`src/design/sgmii_rx_pkg.sv`:
```
package sgmii_rx_pkg;

	////////////////////////////////////////////////////////////////////////////
	// Symbol framing

	// One 8b/10b code group
	localparam int symbol_width = 10;

	// Widest bit group the CDR hands over per cycle
	localparam int chunk_max = 5;

	////////////////////////////////////////////////////////////////////////////
	// Special code groups

	// Comma, first byte of every ordered set
	localparam logic [7:0] k28_5 = 8'hbc;

	// Packet delimiters and in-band error
	localparam logic [7:0] k27_7_start = 8'hfb;
	localparam logic [7:0] k29_7_end = 8'hfd;
	localparam logic [7:0] k23_7_carrier = 8'hf7;
	localparam logic [7:0] k30_7_error = 8'hfe;

	// Second byte of /C1/ /C2/ /I1/ /I2/
	localparam logic [7:0] d21_5_c1 = 8'hb5;
	localparam logic [7:0] d2_2_c2 = 8'h42;
	localparam logic [7:0] d5_6_i1 = 8'hc5;
	localparam logic [7:0] d16_2_i2 = 8'h50;

	////////////////////////////////////////////////////////////////////////////
	// Synchronization and auto-negotiation

	localparam int sync_commas = 3;
	localparam int sync_loss_errors = 4;
	localparam int slip_timeout = 20;
	localparam int cfg_match_count = 3;

	// Sync FSM states
	localparam logic [1:0] sync_hunt = 2'd0;
	localparam logic [1:0] sync_acquire = 2'd1;
	localparam logic [1:0] sync_locked = 2'd2;

	// Speed codes, same as config word bits 11:10
	localparam logic [1:0] speed_10m = 2'd0;
	localparam logic [1:0] speed_100m = 2'd1;
	localparam logic [1:0] speed_1000m = 2'd2;

	// SGMII config word fields
	localparam int cfg_link_bit = 15;
	localparam int cfg_speed_lsb = 10;

endpackage

```
`src/design/sgmii_rx_gearbox.sv`:
```
`timescale 1ns/100ps

module sgmii_rx_gearbox (
	input  logic clk_312p5mhz,
	input  logic rst,
	input  logic [sgmii_rx_pkg::chunk_max-1:0] rx_bits,
	input  logic [2:0] rx_bit_count,
	input  logic bitslip,
	output logic [sgmii_rx_pkg::symbol_width-1:0] symbol,
	output logic symbol_valid
);

	// Room for 9 leftover bits plus a full chunk, oldest bit leftmost
	logic [sgmii_rx_pkg::symbol_width+sgmii_rx_pkg::chunk_max-1:0] shift_q;
	logic [sgmii_rx_pkg::symbol_width+sgmii_rx_pkg::chunk_max-1:0] shift_app;
	logic [sgmii_rx_pkg::symbol_width+sgmii_rx_pkg::chunk_max-1:0] shifted;
	logic [3:0] fill_q;
	logic [3:0] fill_app;
	logic [3:0] fill_slip;
	logic [3:0] fill_d;
	logic       take;

	always_comb begin
		shift_app = shift_q;
		fill_app = fill_q;

		// New bits enter from the right
		case (rx_bit_count)
			3'd3: begin
				shift_app = {shift_q[11:0], rx_bits[2:0]};
				fill_app = fill_q + 4'd3;
			end
			3'd4: begin
				shift_app = {shift_q[10:0], rx_bits[3:0]};
				fill_app = fill_q + 4'd4;
			end
			3'd5: begin
				shift_app = {shift_q[9:0], rx_bits[4:0]};
				fill_app = fill_q + 4'd5;
			end
			// Count of zero, nothing this cycle
			default: begin
			end
		endcase

		// Slip forgets the oldest bit, so the boundary moves one bit later
		fill_slip = (bitslip && fill_app != 4'd0) ? fill_app - 4'd1 : fill_app;

		// Full symbol available
		take = fill_slip >= 4'(sgmii_rx_pkg::symbol_width);
		fill_d = take ? fill_slip - 4'(sgmii_rx_pkg::symbol_width) : fill_slip;

		// Oldest 10 valid bits end up in the low positions
		shifted = shift_app >> fill_d;
	end

	always_ff @(posedge clk_312p5mhz) begin
		if (rst) begin
			fill_q <= 4'd0;
			symbol_valid <= 1'b0;
		end else begin
			fill_q <= fill_d;
			symbol_valid <= take;
		end
	end

	always_ff @(posedge clk_312p5mhz) begin
		shift_q <= shift_app;
		if (take)
			symbol <= shifted[sgmii_rx_pkg::symbol_width-1:0];
	end

endmodule

```
`src/design/sgmii_8b10b_decoder.sv`:
```
`timescale 1ns/100ps

module sgmii_8b10b_decoder (
	input  logic clk_312p5mhz,
	input  logic rst,
	input  logic [sgmii_rx_pkg::symbol_width-1:0] symbol,
	input  logic symbol_valid,
	output logic code_valid,
	output logic [7:0] code_byte,
	output logic code_is_k,
	output logic code_err,
	output logic disp_err
);

	// 6b sub-block abcdei to EDCBA, top bit flags a legal code
	function automatic logic [5:0] dec_6b(input logic [5:0] code);
		case (code)
			6'b100111, 6'b011000: dec_6b = {1'b1, 5'd0};
			6'b011101, 6'b100010: dec_6b = {1'b1, 5'd1};
			6'b101101, 6'b010010: dec_6b = {1'b1, 5'd2};
			6'b110001: dec_6b = {1'b1, 5'd3};
			6'b110101, 6'b001010: dec_6b = {1'b1, 5'd4};
			6'b101001: dec_6b = {1'b1, 5'd5};
			6'b011001: dec_6b = {1'b1, 5'd6};
			6'b111000, 6'b000111: dec_6b = {1'b1, 5'd7};
			6'b111001, 6'b000110: dec_6b = {1'b1, 5'd8};
			6'b100101: dec_6b = {1'b1, 5'd9};
			6'b010101: dec_6b = {1'b1, 5'd10};
			6'b110100: dec_6b = {1'b1, 5'd11};
			6'b001101: dec_6b = {1'b1, 5'd12};
			6'b101100: dec_6b = {1'b1, 5'd13};
			6'b011100: dec_6b = {1'b1, 5'd14};
			6'b010111, 6'b101000: dec_6b = {1'b1, 5'd15};
			6'b011011, 6'b100100: dec_6b = {1'b1, 5'd16};
			6'b100011: dec_6b = {1'b1, 5'd17};
			6'b010011: dec_6b = {1'b1, 5'd18};
			6'b110010: dec_6b = {1'b1, 5'd19};
			6'b001011: dec_6b = {1'b1, 5'd20};
			6'b101010: dec_6b = {1'b1, 5'd21};
			6'b011010: dec_6b = {1'b1, 5'd22};
			6'b111010, 6'b000101: dec_6b = {1'b1, 5'd23};
			6'b110011, 6'b001100: dec_6b = {1'b1, 5'd24};
			6'b100110: dec_6b = {1'b1, 5'd25};
			6'b010110: dec_6b = {1'b1, 5'd26};
			6'b110110, 6'b001001: dec_6b = {1'b1, 5'd27};
			// D.28 and the K28 comma forms
			6'b001110, 6'b001111, 6'b110000: dec_6b = {1'b1, 5'd28};
			6'b101110, 6'b010001: dec_6b = {1'b1, 5'd29};
			6'b011110, 6'b100001: dec_6b = {1'b1, 5'd30};
			6'b101011, 6'b010100: dec_6b = {1'b1, 5'd31};
			default: dec_6b = 6'd0;
		endcase
	endfunction

	// 4b sub-block fghj to HGF, primary and alternate x.7 both map to 7
	function automatic logic [3:0] dec_4b(input logic [3:0] code);
		case (code)
			4'b1011, 4'b0100: dec_4b = {1'b1, 3'd0};
			4'b1001: dec_4b = {1'b1, 3'd1};
			4'b0101: dec_4b = {1'b1, 3'd2};
			4'b1100, 4'b0011: dec_4b = {1'b1, 3'd3};
			4'b1101, 4'b0010: dec_4b = {1'b1, 3'd4};
			4'b1010: dec_4b = {1'b1, 3'd5};
			4'b0110: dec_4b = {1'b1, 3'd6};
			4'b1110, 4'b0001, 4'b0111, 4'b1000: dec_4b = {1'b1, 3'd7};
			default: dec_4b = 4'd0;
		endcase
	endfunction

	logic [5:0] abcdei;
	logic [3:0] fghj;
	logic [3:0] fghj_eff;
	logic [5:0] res_6b;
	logic [3:0] res_4b;
	logic       is_k28;
	logic       is_kx7;
	logic [2:0] ones_6b;
	logic [2:0] ones_4b;
	logic       bad_6b;
	logic       bad_4b;
	// Running disparity, low means negative
	logic       rd_q;
	logic       rd_mid;
	logic       rd_next;

	always_comb begin
		abcdei = symbol[9:4];
		fghj = symbol[3:0];
		is_k28 = (abcdei == 6'b001111) || (abcdei == 6'b110000);
		// Negative K28 form carries the complement of the data 4b table
		fghj_eff = (abcdei == 6'b110000) ? ~fghj : fghj;
		res_6b = dec_6b(abcdei);
		res_4b = dec_4b(fghj_eff);
		// K23/27/29/30 .7 use the alternate x.7 pattern
		is_kx7 = ((fghj == 4'b0111) || (fghj == 4'b1000)) &&
			(res_6b[4:0] == 5'd23 || res_6b[4:0] == 5'd27 ||
			res_6b[4:0] == 5'd29 || res_6b[4:0] == 5'd30);

		// Disparity per sub-block
		ones_6b = 3'($countones(abcdei));
		ones_4b = 3'($countones(fghj));
		// Unbalanced sub-block must point away from current disparity
		bad_6b = (ones_6b > 3'd3 && rd_q) || (ones_6b < 3'd3 && !rd_q) ||
			(abcdei == 6'b111000 && rd_q) || (abcdei == 6'b000111 && !rd_q);
		rd_mid = (ones_6b == 3'd3) ? rd_q : (ones_6b > 3'd3);
		bad_4b = (ones_4b > 3'd2 && rd_mid) || (ones_4b < 3'd2 && !rd_mid) ||
			(fghj == 4'b1100 && rd_mid) || (fghj == 4'b0011 && !rd_mid);
		rd_next = (ones_4b == 3'd2) ? rd_mid : (ones_4b > 3'd2);
	end

	always_ff @(posedge clk_312p5mhz) begin
		if (rst) begin
			code_valid <= 1'b0;
			code_err <= 1'b0;
			disp_err <= 1'b0;
			rd_q <= 1'b0;
		end else begin
			code_valid <= symbol_valid;
			code_err <= symbol_valid && !(res_6b[5] && res_4b[3]);
			disp_err <= symbol_valid && (bad_6b || bad_4b);
			if (symbol_valid)
				rd_q <= rd_next;
		end
	end

	// Decoded byte is HGF EDCBA
	always_ff @(posedge clk_312p5mhz) begin
		if (symbol_valid) begin
			code_byte <= {res_4b[2:0], res_6b[4:0]};
			code_is_k <= is_k28 || is_kx7;
		end
	end

endmodule

```
`src/design/sgmii_rx_ctrl.sv`:
```
`timescale 1ns/100ps

module sgmii_rx_ctrl (
	input  logic clk_312p5mhz,
	input  logic rst,
	input  logic code_valid,
	input  logic [7:0] code_byte,
	input  logic code_is_k,
	input  logic code_err,
	input  logic disp_err,
	output logic bitslip,
	output logic synced,
	output logic link_up,
	output logic [1:0] link_speed
);

	logic [1:0]  state;
	logic [1:0]  comma_cnt;
	logic [2:0]  err_cnt;
	logic [1:0]  good_run;
	// Offset parity of the incoming symbol from the last comma
	logic        pos_odd;
	logic [4:0]  slip_cnt;
	logic [1:0]  os_pos;
	logic [7:0]  cfg_lo;
	logic [15:0] cfg_word;
	logic [15:0] last_word;
	logic        cfg_strobe;
	logic        idle_strobe;
	logic [1:0]  match_cnt;
	logic [1:0]  speed_code;
	logic        is_comma;
	logic        sym_bad;

	always_comb begin
		is_comma = code_valid && code_is_k && code_byte == sgmii_rx_pkg::k28_5 && !code_err;
		sym_bad = code_err || disp_err;
		// Reserved speed field falls back to 10 Mb/s
		case (cfg_word[sgmii_rx_pkg::cfg_speed_lsb +: 2])
			sgmii_rx_pkg::speed_1000m: speed_code = sgmii_rx_pkg::speed_1000m;
			sgmii_rx_pkg::speed_100m: speed_code = sgmii_rx_pkg::speed_100m;
			default: speed_code = sgmii_rx_pkg::speed_10m;
		endcase
	end

	assign synced = (state == sgmii_rx_pkg::sync_locked);

	////////////////////////////////////////////////////////////////////////////
	// Comma sync FSM

	always_ff @(posedge clk_312p5mhz) begin
		if (rst) begin
			state <= sgmii_rx_pkg::sync_hunt;
			comma_cnt <= 2'd0;
			err_cnt <= 3'd0;
			good_run <= 2'd0;
			pos_odd <= 1'b0;
		end else if (code_valid) begin
			pos_odd <= is_comma ? 1'b1 : ~pos_odd;
			case (state)
				sgmii_rx_pkg::sync_hunt: begin
					if (is_comma) begin
						state <= sgmii_rx_pkg::sync_acquire;
						comma_cnt <= 2'd1;
					end
				end
				sgmii_rx_pkg::sync_acquire: begin
					if (code_err) begin
						state <= sgmii_rx_pkg::sync_hunt;
						comma_cnt <= 2'd0;
					end else if (is_comma) begin
						// Odd offset, this comma starts a new count
						if (pos_odd)
							comma_cnt <= 2'd1;
						else if (comma_cnt == 2'(sgmii_rx_pkg::sync_commas - 1)) begin
							state <= sgmii_rx_pkg::sync_locked;
							comma_cnt <= 2'd0;
							err_cnt <= 3'd0;
							good_run <= 2'd0;
						end else
							comma_cnt <= comma_cnt + 2'd1;
					end
				end
				sgmii_rx_pkg::sync_locked: begin
					if (sym_bad) begin
						good_run <= 2'd0;
						if (err_cnt == 3'(sgmii_rx_pkg::sync_loss_errors - 1)) begin
							state <= sgmii_rx_pkg::sync_hunt;
							err_cnt <= 3'd0;
						end else
							err_cnt <= err_cnt + 3'd1;
					end else if (good_run == 2'd3) begin
						// Four clean symbols in a row forgive one error
						good_run <= 2'd0;
						if (err_cnt != 3'd0)
							err_cnt <= err_cnt - 3'd1;
					end else
						good_run <= good_run + 2'd1;
				end
				default: state <= sgmii_rx_pkg::sync_hunt;
			endcase
		end
	end

	// Slip timer, only runs before lock and restarts on any comma
	always_ff @(posedge clk_312p5mhz) begin
		if (rst) begin
			slip_cnt <= 5'd0;
			bitslip <= 1'b0;
		end else begin
			bitslip <= 1'b0;
			if (synced || is_comma)
				slip_cnt <= 5'd0;
			else if (code_valid) begin
				if (slip_cnt == 5'(sgmii_rx_pkg::slip_timeout - 1)) begin
					bitslip <= 1'b1;
					slip_cnt <= 5'd0;
				end else
					slip_cnt <= slip_cnt + 5'd1;
			end
		end
	end

	////////////////////////////////////////////////////////////////////////////
	// Ordered sets and link tracking

	// Position 1 is the set byte, 2 and 3 the config word low and high
	always_ff @(posedge clk_312p5mhz) begin
		if (rst) begin
			os_pos <= 2'd0;
			cfg_strobe <= 1'b0;
			idle_strobe <= 1'b0;
		end else begin
			cfg_strobe <= 1'b0;
			idle_strobe <= 1'b0;
			if (is_comma)
				os_pos <= 2'd1;
			else if (code_valid && (code_err || code_is_k))
				os_pos <= 2'd0;
			else if (code_valid) begin
				case (os_pos)
					2'd1: begin
						if (code_byte == sgmii_rx_pkg::d21_5_c1 || code_byte == sgmii_rx_pkg::d2_2_c2)
							os_pos <= 2'd2;
						else
							os_pos <= 2'd0;
						idle_strobe <= code_byte == sgmii_rx_pkg::d5_6_i1 ||
							code_byte == sgmii_rx_pkg::d16_2_i2;
					end
					2'd2: os_pos <= 2'd3;
					2'd3: begin
						os_pos <= 2'd0;
						cfg_strobe <= 1'b1;
					end
					default: os_pos <= 2'd0;
				endcase
			end
		end
	end

	always_ff @(posedge clk_312p5mhz) begin
		if (code_valid && os_pos == 2'd2)
			cfg_lo <= code_byte;
		if (code_valid && os_pos == 2'd3)
			cfg_word <= {code_byte, cfg_lo};
		if (cfg_strobe)
			last_word <= cfg_word;
	end

	// Idles break a run of matching config words
	always_ff @(posedge clk_312p5mhz) begin
		if (rst) begin
			link_up <= 1'b0;
			link_speed <= sgmii_rx_pkg::speed_10m;
			match_cnt <= 2'd0;
		end else if (!synced) begin
			link_up <= 1'b0;
			match_cnt <= 2'd0;
		end else if (idle_strobe)
			match_cnt <= 2'd0;
		else if (cfg_strobe) begin
			if (!cfg_word[sgmii_rx_pkg::cfg_link_bit]) begin
				link_up <= 1'b0;
				match_cnt <= 2'd0;
			end else if (match_cnt != 2'd0 && cfg_word == last_word) begin
				if (match_cnt == 2'(sgmii_rx_pkg::cfg_match_count - 1)) begin
					link_up <= 1'b1;
					link_speed <= speed_code;
				end else
					match_cnt <= match_cnt + 2'd1;
			end else
				match_cnt <= 2'd1;
		end
	end

endmodule

```
`src/design/sgmii_gmii_rx.sv`:
```
`timescale 1ns/100ps

module sgmii_gmii_rx (
	input  logic clk_312p5mhz,
	input  logic rst,
	input  logic synced,
	input  logic code_valid,
	input  logic [7:0] code_byte,
	input  logic code_is_k,
	input  logic code_err,
	input  logic disp_err,
	output logic rx_dv,
	output logic rx_er,
	output logic [7:0] rxd
);

	logic in_frame;
	logic is_start;
	logic is_end;
	logic is_fault;

	always_comb begin
		is_start = code_is_k && code_byte == sgmii_rx_pkg::k27_7_start && !code_err;
		// Terminate or carrier extend both close the frame quietly
		is_end = code_is_k && !code_err &&
			(code_byte == sgmii_rx_pkg::k29_7_end || code_byte == sgmii_rx_pkg::k23_7_carrier);
		is_fault = code_err || disp_err || (code_is_k && code_byte == sgmii_rx_pkg::k30_7_error);
	end

	always_ff @(posedge clk_312p5mhz) begin
		if (rst) begin
			in_frame <= 1'b0;
			rx_dv <= 1'b0;
			rx_er <= 1'b0;
		end else begin
			rx_dv <= 1'b0;
			rx_er <= 1'b0;
			// Losing lock aborts any frame in progress
			if (!synced)
				in_frame <= 1'b0;
			else if (code_valid) begin
				if (is_start) begin
					in_frame <= 1'b1;
					rx_dv <= 1'b1;
				end else if (in_frame) begin
					if (is_fault) begin
						rx_dv <= 1'b1;
						rx_er <= 1'b1;
					end else if (is_end)
						in_frame <= 1'b0;
					else if (code_is_k) begin
						// Stray control char such as a comma truncates the frame
						in_frame <= 1'b0;
						rx_dv <= 1'b1;
						rx_er <= 1'b1;
					end else
						rx_dv <= 1'b1;
				end
			end
		end
	end

	// Start symbol stands in for the first preamble byte
	always_ff @(posedge clk_312p5mhz) begin
		if (code_valid)
			rxd <= is_start ? 8'h55 : code_byte;
	end

endmodule

```
`src/design/sgmii_rx_top.sv`:
```
`timescale 1ns/100ps

module sgmii_rx_top (
	input  logic clk_312p5mhz,
	input  logic rst,
	input  logic [sgmii_rx_pkg::chunk_max-1:0] rx_bits,
	input  logic [2:0] rx_bit_count,
	output logic rx_dv,
	output logic rx_er,
	output logic [7:0] rxd,
	output logic link_up,
	output logic [1:0] link_speed,
	output logic synced
);

	// Gearbox to decoder, slip back from control
	logic [sgmii_rx_pkg::symbol_width-1:0] symbol;
	logic                                  symbol_valid;
	logic                                  bitslip;

	// Decoder fan-out to control and GMII side
	logic       code_valid;
	logic [7:0] code_byte;
	logic       code_is_k;
	logic       code_err;
	logic       disp_err;

	// Port names match the nets above
	sgmii_rx_gearbox gearbox_i (.*);

	sgmii_8b10b_decoder decoder_i (.*);

	sgmii_rx_ctrl ctrl_i (.*);

	sgmii_gmii_rx gmii_i (.*);

endmodule

```
`config.mk`:
```
export PLATFORM = sky130hd
export DESIGN_NAME = sgmii_rx_top
export DESIGN_NICKNAME = d
export VERILOG_FILES = /design/src/design/sgmii_rx_pkg.sv /design/src/design/sgmii_rx_gearbox.sv /design/src/design/sgmii_8b10b_decoder.sv /design/src/design/sgmii_rx_ctrl.sv /design/src/design/sgmii_gmii_rx.sv /design/src/design/sgmii_rx_top.sv
export SDC_FILE = /design/constraint.sdc
export NUM_CORES = 1
export LEC_CHECK = 0
export ABC_AREA = 1
export BUFFER_PORTS_ARGS = -buffer_cell sky130_fd_sc_hd__buf_2
export CAP_MARGIN = 5
export CORE_UTILIZATION = 60
export CTS_BUF_LIST = sky130_fd_sc_hd__clkbuf_2 sky130_fd_sc_hd__clkbuf_4 sky130_fd_sc_hd__clkbuf_8
export CTS_CLUSTER_DIAMETER = 80
export DETAILED_ROUTE_END_ITERATION = 6
export PLACE_DENSITY_LB_ADDON = 0.25
export SKIP_CTS_REPAIR_TIMING = 1
export SLEW_MARGIN = 20
export SYNTH_ARGS = -nofsm -noshare
export SYNTH_HDL_FRONTEND = slang
export SYNTH_SLANG_ARGS = --single-unit
export TNS_END_PERCENT = 20
```
`constraint.sdc`:
```
create_clock -name clk_312p5mhz -period 4.1 [get_ports clk_312p5mhz]
set_input_delay 0.205 -clock clk_312p5mhz [delete_from_list [all_inputs] [get_ports clk_312p5mhz]]
set_output_delay 0.205 -clock clk_312p5mhz [all_outputs]
set_load 0.02 [all_outputs]
```
==> metrics.md, run 1 <==
| Metric | Value |
|---|---|
| Leakage | between 3 and 4 nW |
| Top cell by count, worst path | nand2_1 |
| Power Total | 3.22 mW |
| Clock power share | 33.3% |
| CP Capture Type | flip-flop |
| Cells after Synth | a little under 900 |
| Synth unique cells | 52 |
| Global-route wire length before repair | 26.2 mm |
| Hold Path Class | primary input to flip-flop |
| Setup repair after global routing missed its margin | no |
| Initial antenna violation count | 0 |
| Syn Area/Cell | between 8 and 9 µm² |
| Total Wirelength | 15.6 mm |
| CTS Buffer Depth | 2 |
| Crit Path Max Fanout | 7 |
| Register bit total from synthesis | 125 |
| Largest net degree at the start of global routing | 29 |
| Highest cell delay on the worst timing path | roughly 0.47 ns |
| Vias in the first global route | 5743 |
| Area contributors post-synth | edfxtp_1 28%, dfxtp_1 16%, nand2_1 10% |
| Worst slew pin tran | 0.895 ns |
| WS Path Type | flip-flop to flip-flop |
| Headroom to the max-slew limit | between 40% and 50% |
| Post-synth ARST share | 0% |
| Total global routing overflow | 0 |
| Final Cycle Share | 93.8% |
| P&R area growth vs syn | 9.77% |
| Die Y | approximately 110 µm |
| Count leader, synth | nand2_1 |
| Pint | 2.21 mW |
| Fill cell count | 946 |
| Seq pwr share | ~44% |
| Syn nets | 937 |
| Failing checks | DRC |
| PwrDens | 404 mW/mm² |
| Clock latency on the worst-skew pair | 0.45 ns |
| Post-DP HPWL | ~12 mm |
| CP max stage cell | fa_1 |
| CTS tree | yes |
| Worst Path Required | about 4.4 ns |
| Initial Util | 62.6% |
| Mapped Area | around 0.0073 mm² |
| CORE AREA | 0.0116 mm² |
| Number of port buffers | 23 |
| Min Hold Slack | between 0.06 and 0.07 ns |
| Root buf cell | clkbuf_8 |
| Slew Limit Fails | 0 |
| CP startpoint kind | flip-flop |
| Post-DRT Antenna Nets | 0 |
| Fin nets | 974 |
| Drt initial violations | 479 |
| Num CTS Buffers | 17 |
| EDFF count, synth | 67 |
| Worst-path clk slew | 0.07 ns |
| Combinational group share of total power | 22.5% |
| Placer Congestion | 0.925 |
| # H-tree levels | 4 |
| Maximum clock rate | about 0.26 GHz |
| Wire length per cell | 14.4 µm |
| Final setup vio count | 0 |
| Psw | just over 1 mW |
| Clock Sinks | about 130 |
| Die width | about 110 µm |
| Fin crit period | 3.85 ns |
| Commonest cells post-synth | 200 x nand2_1, 116 x inv_1, 79 x nand3_1 |
| Share of layout cells above drive strength 1 | 13.6% |
| Final Core Density | 68.7% |
| Most used flip-flop cell after synthesis | edfxtp_1 |
| Largest area contributor in the netlist | edfxtp_1 |
| All-Layer GR Usage | 26.1% |
| Final hold vios | 0 |
| Sequential element share of the synthesized area | 43.6% |
| Area share of the largest cell type after synthesis | 27.7% |
| Drt first pass iters | 7 |
| Antenna diodes | 0 |
| Worst path arrival time | 4.19 ns |
| Vias | between 6000 and 7000 |
| VDD IR-drop max | roughly 260 µV |
| Sw frac | 31.5% |
| Layout Skew | 0.00919 ns |
| Routed vias/inst | approximately 5.6 |
| Rows | 39 |
| DR DRC count | 3 |
| I/O pins | 24 |
| MaxCap Viol Count | 0 |
| Die area | 0.0126 mm² |
| Ys Warns | 0 |
| Status | finished, violations left |
routing by layer:
layer,global-route usage (%),vias to the layer above,share of wire (%)
met5,0,-,0
met4,10.2,0,2.0
met3,5.62,29,4.6
met2,45.8,176,50
met1,31.5,2825,43
li1,-,3036,-
power groups by stage:
stage	Clock [mW]	Sequential (mW)	Combinational (mW)
floorplan	0	1.44	0.551
global route	1.15	1.43	0.815
finish	1.08	1.42	0.724
CTS	1.09	1.42	0.687
global placement	0	1.45	0.662
detailed placement	0	1.45	0.683
through the flow:
stage           TNS (ns)  setup slack [ns]  cells  cell area (µm²)
2_1_floorplan          0             0.336    886             7270
3_3_place_gp           0             0.216   1042             7510
3_5_place_dp   -0.000100         -0.000100   1042             7510
4_1_cts                0             0.149   1074             7910
5_1_grt                0           0.00951   1079             7980
6_report               0             0.253   1079             7980
cell families after synthesis:
group | Yosys count | synth area share [%]
buffers and inverters | 144 | 8.24
XOR/XNOR | 22 | 2.65
AO/OA/AOI/OAI | 135 | 11.5
AND/OR/NAND/NOR | 419 | 26.5
adder cells (fa/ha/maj) | 41 | 7.47
flip-flops | 125 | 43.6
path summary, 6_finish.rpt:
path | cells after the start | from | slack [ns] | end
setup / recovery | 29 | gearbox_i.fill_q[0]$_SDFF_PP0_ | 0.25 | decoder_i.res_6b[0]$_DFF_P_
hold / removal | 3 | rx_bits[0] | 0.06 | gearbox_i.shift_q[0]$_DFF_P_
hold reg to reg | 0 | ctrl_i.cfg_lo[5]$_DFFE_PP_ | 0.42 | ctrl_i.cfg_word[5]$_DFFE_PP_
setup reg to reg | 29 | gearbox_i.fill_q[0]$_SDFF_PP0_ | 0.25 | decoder_i.res_6b[0]$_DFF_P_
registers in the layout, summed over array words and instances (netlist names), 2 cells and up:
| register | count |
|---|---|
| ctrl_i.cfg_lo | 8 |
| ctrl_i.cfg_word | 16 |
| ctrl_i.comma_cnt | 2 |
| ctrl_i.err_cnt | 3 |
| ctrl_i.good_run | 2 |
| ctrl_i.last_word | 16 |
| ctrl_i.link_speed | 2 |
| ctrl_i.match_cnt | 2 |
| ctrl_i.os_pos | 2 |
| ctrl_i.slip_cnt | 5 |
| ctrl_i.state | 2 |
| decoder_i.code_byte | 8 |
| decoder_i.res_6b | 6 |
| gearbox_i.fill_q | 4 |
| gearbox_i.shift_q | 15 |
| gearbox_i.symbol | 10 |
| gmii_i.rxd | 8 |
final cells by class:
class	count	area [µm²]	area share, %
Multi-Input combinational cell	617	3530	44.2
Sequential cell	125	3170	39.8
Inverter	123	464	5.82
Clock buffer	20	263	3.29
Timing Repair Buffer	39	235	2.95
Tap cell	143	179	2.24
Clock inverter	12	140	1.76
worst max-delay path: cells and delay by family, from the launching register on:
kind                       cells  cell delay (ns)
DFF                            1             0.35
and+or+nand+nor               19             1.72
adders and majority gates      4             1.18
buffers and inverters          6             0.47
cells in the final DEF (no fill, tap or decap), types with 3 or more instances in the layout:
cell / Yosys / layout
a211oi_1: 8 / 8
a21oi_1: 37 / 37
a31oi_1: 9 / 9
buf_2: 5 / 23
buf_4: 4 / 16
clkbuf_8: 0 / 18
clkinv_1: 2 / 3
clkinv_4: 0 / 6
dfxtp_1: 58 / 57
edfxtp_1: 67 / 67
fa_1: 4 / 4
ha_1: 37 / 36
inv_1: 116 / 114
inv_2: 5 / 6
nand2_1: 200 / 199
nand2_2: 20 / 19
nand2_4: 5 / 7
nand3_1: 79 / 79
nand3_2: 12 / 12
nand3b_1: 3 / 3
nand4_1: 7 / 7
nor2_1: 69 / 69
nor3_1: 11 / 11
nor4_1: 7 / 7
o211ai_1: 5 / 5
o21a_1: 3 / 3
o21ai_0: 30 / 28
o21ai_1: 6 / 8
o22ai_1: 13 / 13
or2_2: 3 / 3
xnor2_1: 7 / 7
xor2_1: 15 / 15
Note: power is estimated with default switching activity, not from simulation.
==> run 2: changes to the inputs <==
CORE_UTILIZATION = 45   (was 60)
==> run 2 against run 1 <==
Effect of this change:
- the run now ends clean
- combinational power barely moved
- sequential power about the same
- setup slack better by 0.12 ns
- non-clock buffer count did not move
- global-route usage is 7.2 points lower
- register-to-register slack improved by 0.12 ns
- wire length shrank 6.5%
- maximum frequency rose by 3.3%
- largest power group unchanged
==> metrics.md, run 2 (synthesis results as in run 1) <==
| Metric | Value |
|---|---|
| Status | complete, no violations |
| DR DRC count | 0 (-3) |
| Vias in the first global route | 5442 (-5.2%) |
| Drt initial violations | 364 (-24%) |
| Most common cell after layout, fill and taps aside | nand2_1 |
| Post-DP HPWL | 10.9 mm (-6.3%) |
| Die width | 129 µm (+15%) |
| Root buf cell | clkbuf_8 |
| Placer Congestion | 0.850 (-8.1%) |
| Depth of the most critical reg-to-reg path | 31 (+6.9%) |
| Fin nets | 974 (unchanged) |
| Clock latency on the worst-skew pair | 0.44 ns (about the same) |
| Seq. cell area | 0.00318 mm² (about the same) |
| CTS Buffer Depth | 2 (unchanged) |
| Fill cell count | 1510 (+60%) |
| Antenna diodes | 0 (unchanged) |
| WHS Path Cells | 3 (unchanged) |
| Post-DRT Antenna Nets | 0 (unchanged) |
| Num CTS Buffers | 17 (unchanged) |
| Vias | 5876 (-3.1%) |
| Clock Sinks | 125 (unchanged) |
| Worst slew pin tran | 0.870 ns (-0.0255 ns) |
| CTS tree | yes |
| CP bufs+invs | 6 (unchanged) |
| Largest net degree at the start of global routing | 29 (unchanged) |
| Final Cycle Share | 90.8% (-3.0 points) |
| Initial Util | 45.9% (-17 points) |
| Wire length per cell | 12.6 µm (-12%) |
| P&R area growth vs syn | 11.4% |
| PwrDens | 403 mW/mm² (-0.30%) |
| Total global routing overflow | 0 (unchanged) |
| CP max stage cell | fa_1 |
| MaxCap Viol Count | 0 (unchanged) |
| Initial antenna violation count | 0 (unchanged) |
| Multi-input combinational cell area | 0.00354 mm² (+0.46%) |
| Slew Limit Fails | 0 (unchanged) |
| Share of layout cells above drive strength 1 | 13.8% (+0.21 points) |
| Number of cells on the critical path | 31 (+6.9%) |
| Drt first pass iters | 5 (-2) |
| VDD IR-drop max | 205 µV (-21%) |
| # H-tree levels | 4 (unchanged) |
| Power Total | 3.26 mW (+1.2%) |
| Worst path arrival time | 4.10 ns (-0.09 ns) |
| Crit-path leading delay family | simple AND/OR/NAND/NOR gates |
| Crit Path Max Fanout | 5 (-2) |
| Headroom to the max-slew limit | 41.9% (+1.7 points) |
| Layout Skew | 0.00952 ns (+0.000338 ns) |
| Routed vias/inst | 5.10 (-9.3%) |
| Leakage | 3.48 nW (+0.33%) |
| CP Capture Type | flip-flop |
| Most frequent cells in the layout | 199 x nand2_1, 114 x inv_1, 79 x nand3_1 |
| WS Path Type | flip-flop to flip-flop |
| I/O pins | 24 (unchanged) |
| Fin crit period | 3.72 ns (-0.123 ns) |
| Highest cell delay on the worst timing path | 0.53 ns (+0.06 ns) |
| Die area | 0.0167 mm² (+33%) |
| Placed cells | 1117 (+7.2%) |
| Final setup TNS | 0 ns (unchanged) |
| Worst-path clk slew | 0.08 ns (about the same) |
| Top flop regs | ctrl_i.cfg_word x16, ctrl_i.last_word x16, gearbox_i.shift_q x15 |
| Final setup vio count | 0 (unchanged) |
| CORE AREA | 0.0158 mm² (+36%) |
| Min Hold Slack | 0.0877 ns (+0.0244 ns) |
| Top cell by count, worst path | nand2_1 |
| Global-route wire length before repair | 24.9 mm (-4.7%) |
| Total Wirelength | 14.6 mm (-6.5%) |
| All-Layer GR Usage | 18.9% (-7.2 points) |
| Maximum clock rate | 0.269 GHz (+3.3%) |
| Die Y | 129 µm (+15%) |
| Final hold vios | 0 (unchanged) |
| Layout Cell Area excl Fill | 0.00810 mm² (+1.5%) |
| Rows | 46 (+18%) |
| Number of port buffers | 23 (unchanged) |
| Post-DP Area | 0.00762 mm² (+1.4%) |
| CP startpoint kind | flip-flop |
| Hold Path Class | primary input to flip-flop |
| Final Non-Filler Cells | 1152 (+6.8%) |
| Worst Path Required | 4.48 ns (+0.04 ns) |
==> run 2: changes by cell type in the layout (fill, tap and decap cells not counted), moves of 2 or more <==
cell	delta
inv_8	+4
o21ai_0	+2
inv_6	+3
clkinv_4	-4
clkbuf_4	-2
o21ai_1	-2
==> run 2: stage by stage <==
stage / setup WS [ns] / util [%]
after global placement: 0.118 / 48.1
after detailed placement: -0.0109 / 48.1
after floorplan: 0.336 / -
final: 0.376 / 51.2
after global routing: -0.000318 / 51.2
after CTS: 0.172 / 50.7
==> run 2: worst register-to-register path: cells and delay by family, from the launching register on <==
family / cells / cell delay (ns)
buffers and inverters: 6 / 0.41
adder cells (fa/ha/maj): 4 / 1.25
AND/OR/NAND/NOR: 21 / 1.67
flip-flops: 1 / 0.35
==> run 2: layer usage <==
metal,global-route usage (%),vias up,wire [µm]
met5,0,-,0
met4,7.96,0,320
met3,3.84,23,526
met2,32.4,116,7110
met1,23.1,2684,6610
li1,-,3053,-
==> run 2: area by class of cell <==
class                           instances  share of cell area [%]
Timing Repair Buffer                   39                    2.90
Sequential cell                       125                    39.2
Clock inverter                         15                    2.19
Tap cell                              216                    3.34
Clock buffer                           17                    2.89
Multi-Input combinational cell        617                    43.7
Inverter                              123                    5.73
==> run 2: final timing paths <==
check	start	endpoint	slack [ns]
setup reg to reg	gearbox_i.fill_q[0]$_SDFF_PP0_	decoder_i.res_6b[0]$_DFF_P_	0.38
hold reg to reg	ctrl_i.cfg_lo[5]$_DFFE_PP_	ctrl_i.cfg_word[5]$_DFFE_PP_	0.42
setup / recovery	gearbox_i.fill_q[0]$_SDFF_PP0_	decoder_i.res_6b[0]$_DFF_P_	0.38
hold / removal	rx_bits[0]	gearbox_i.shift_q[0]$_DFF_P_	0.09
==> run 2: power by group <==
group	switching, mW	leakage (nW)	internal [mW]	total (mW)
combinational	0.466	2.20	0.257	0.723
clock	0.553	0.205	0.564	1.12
sequential	0.0388	1.08	1.38	1.42
total	1.06	3.48	2.20	3.26
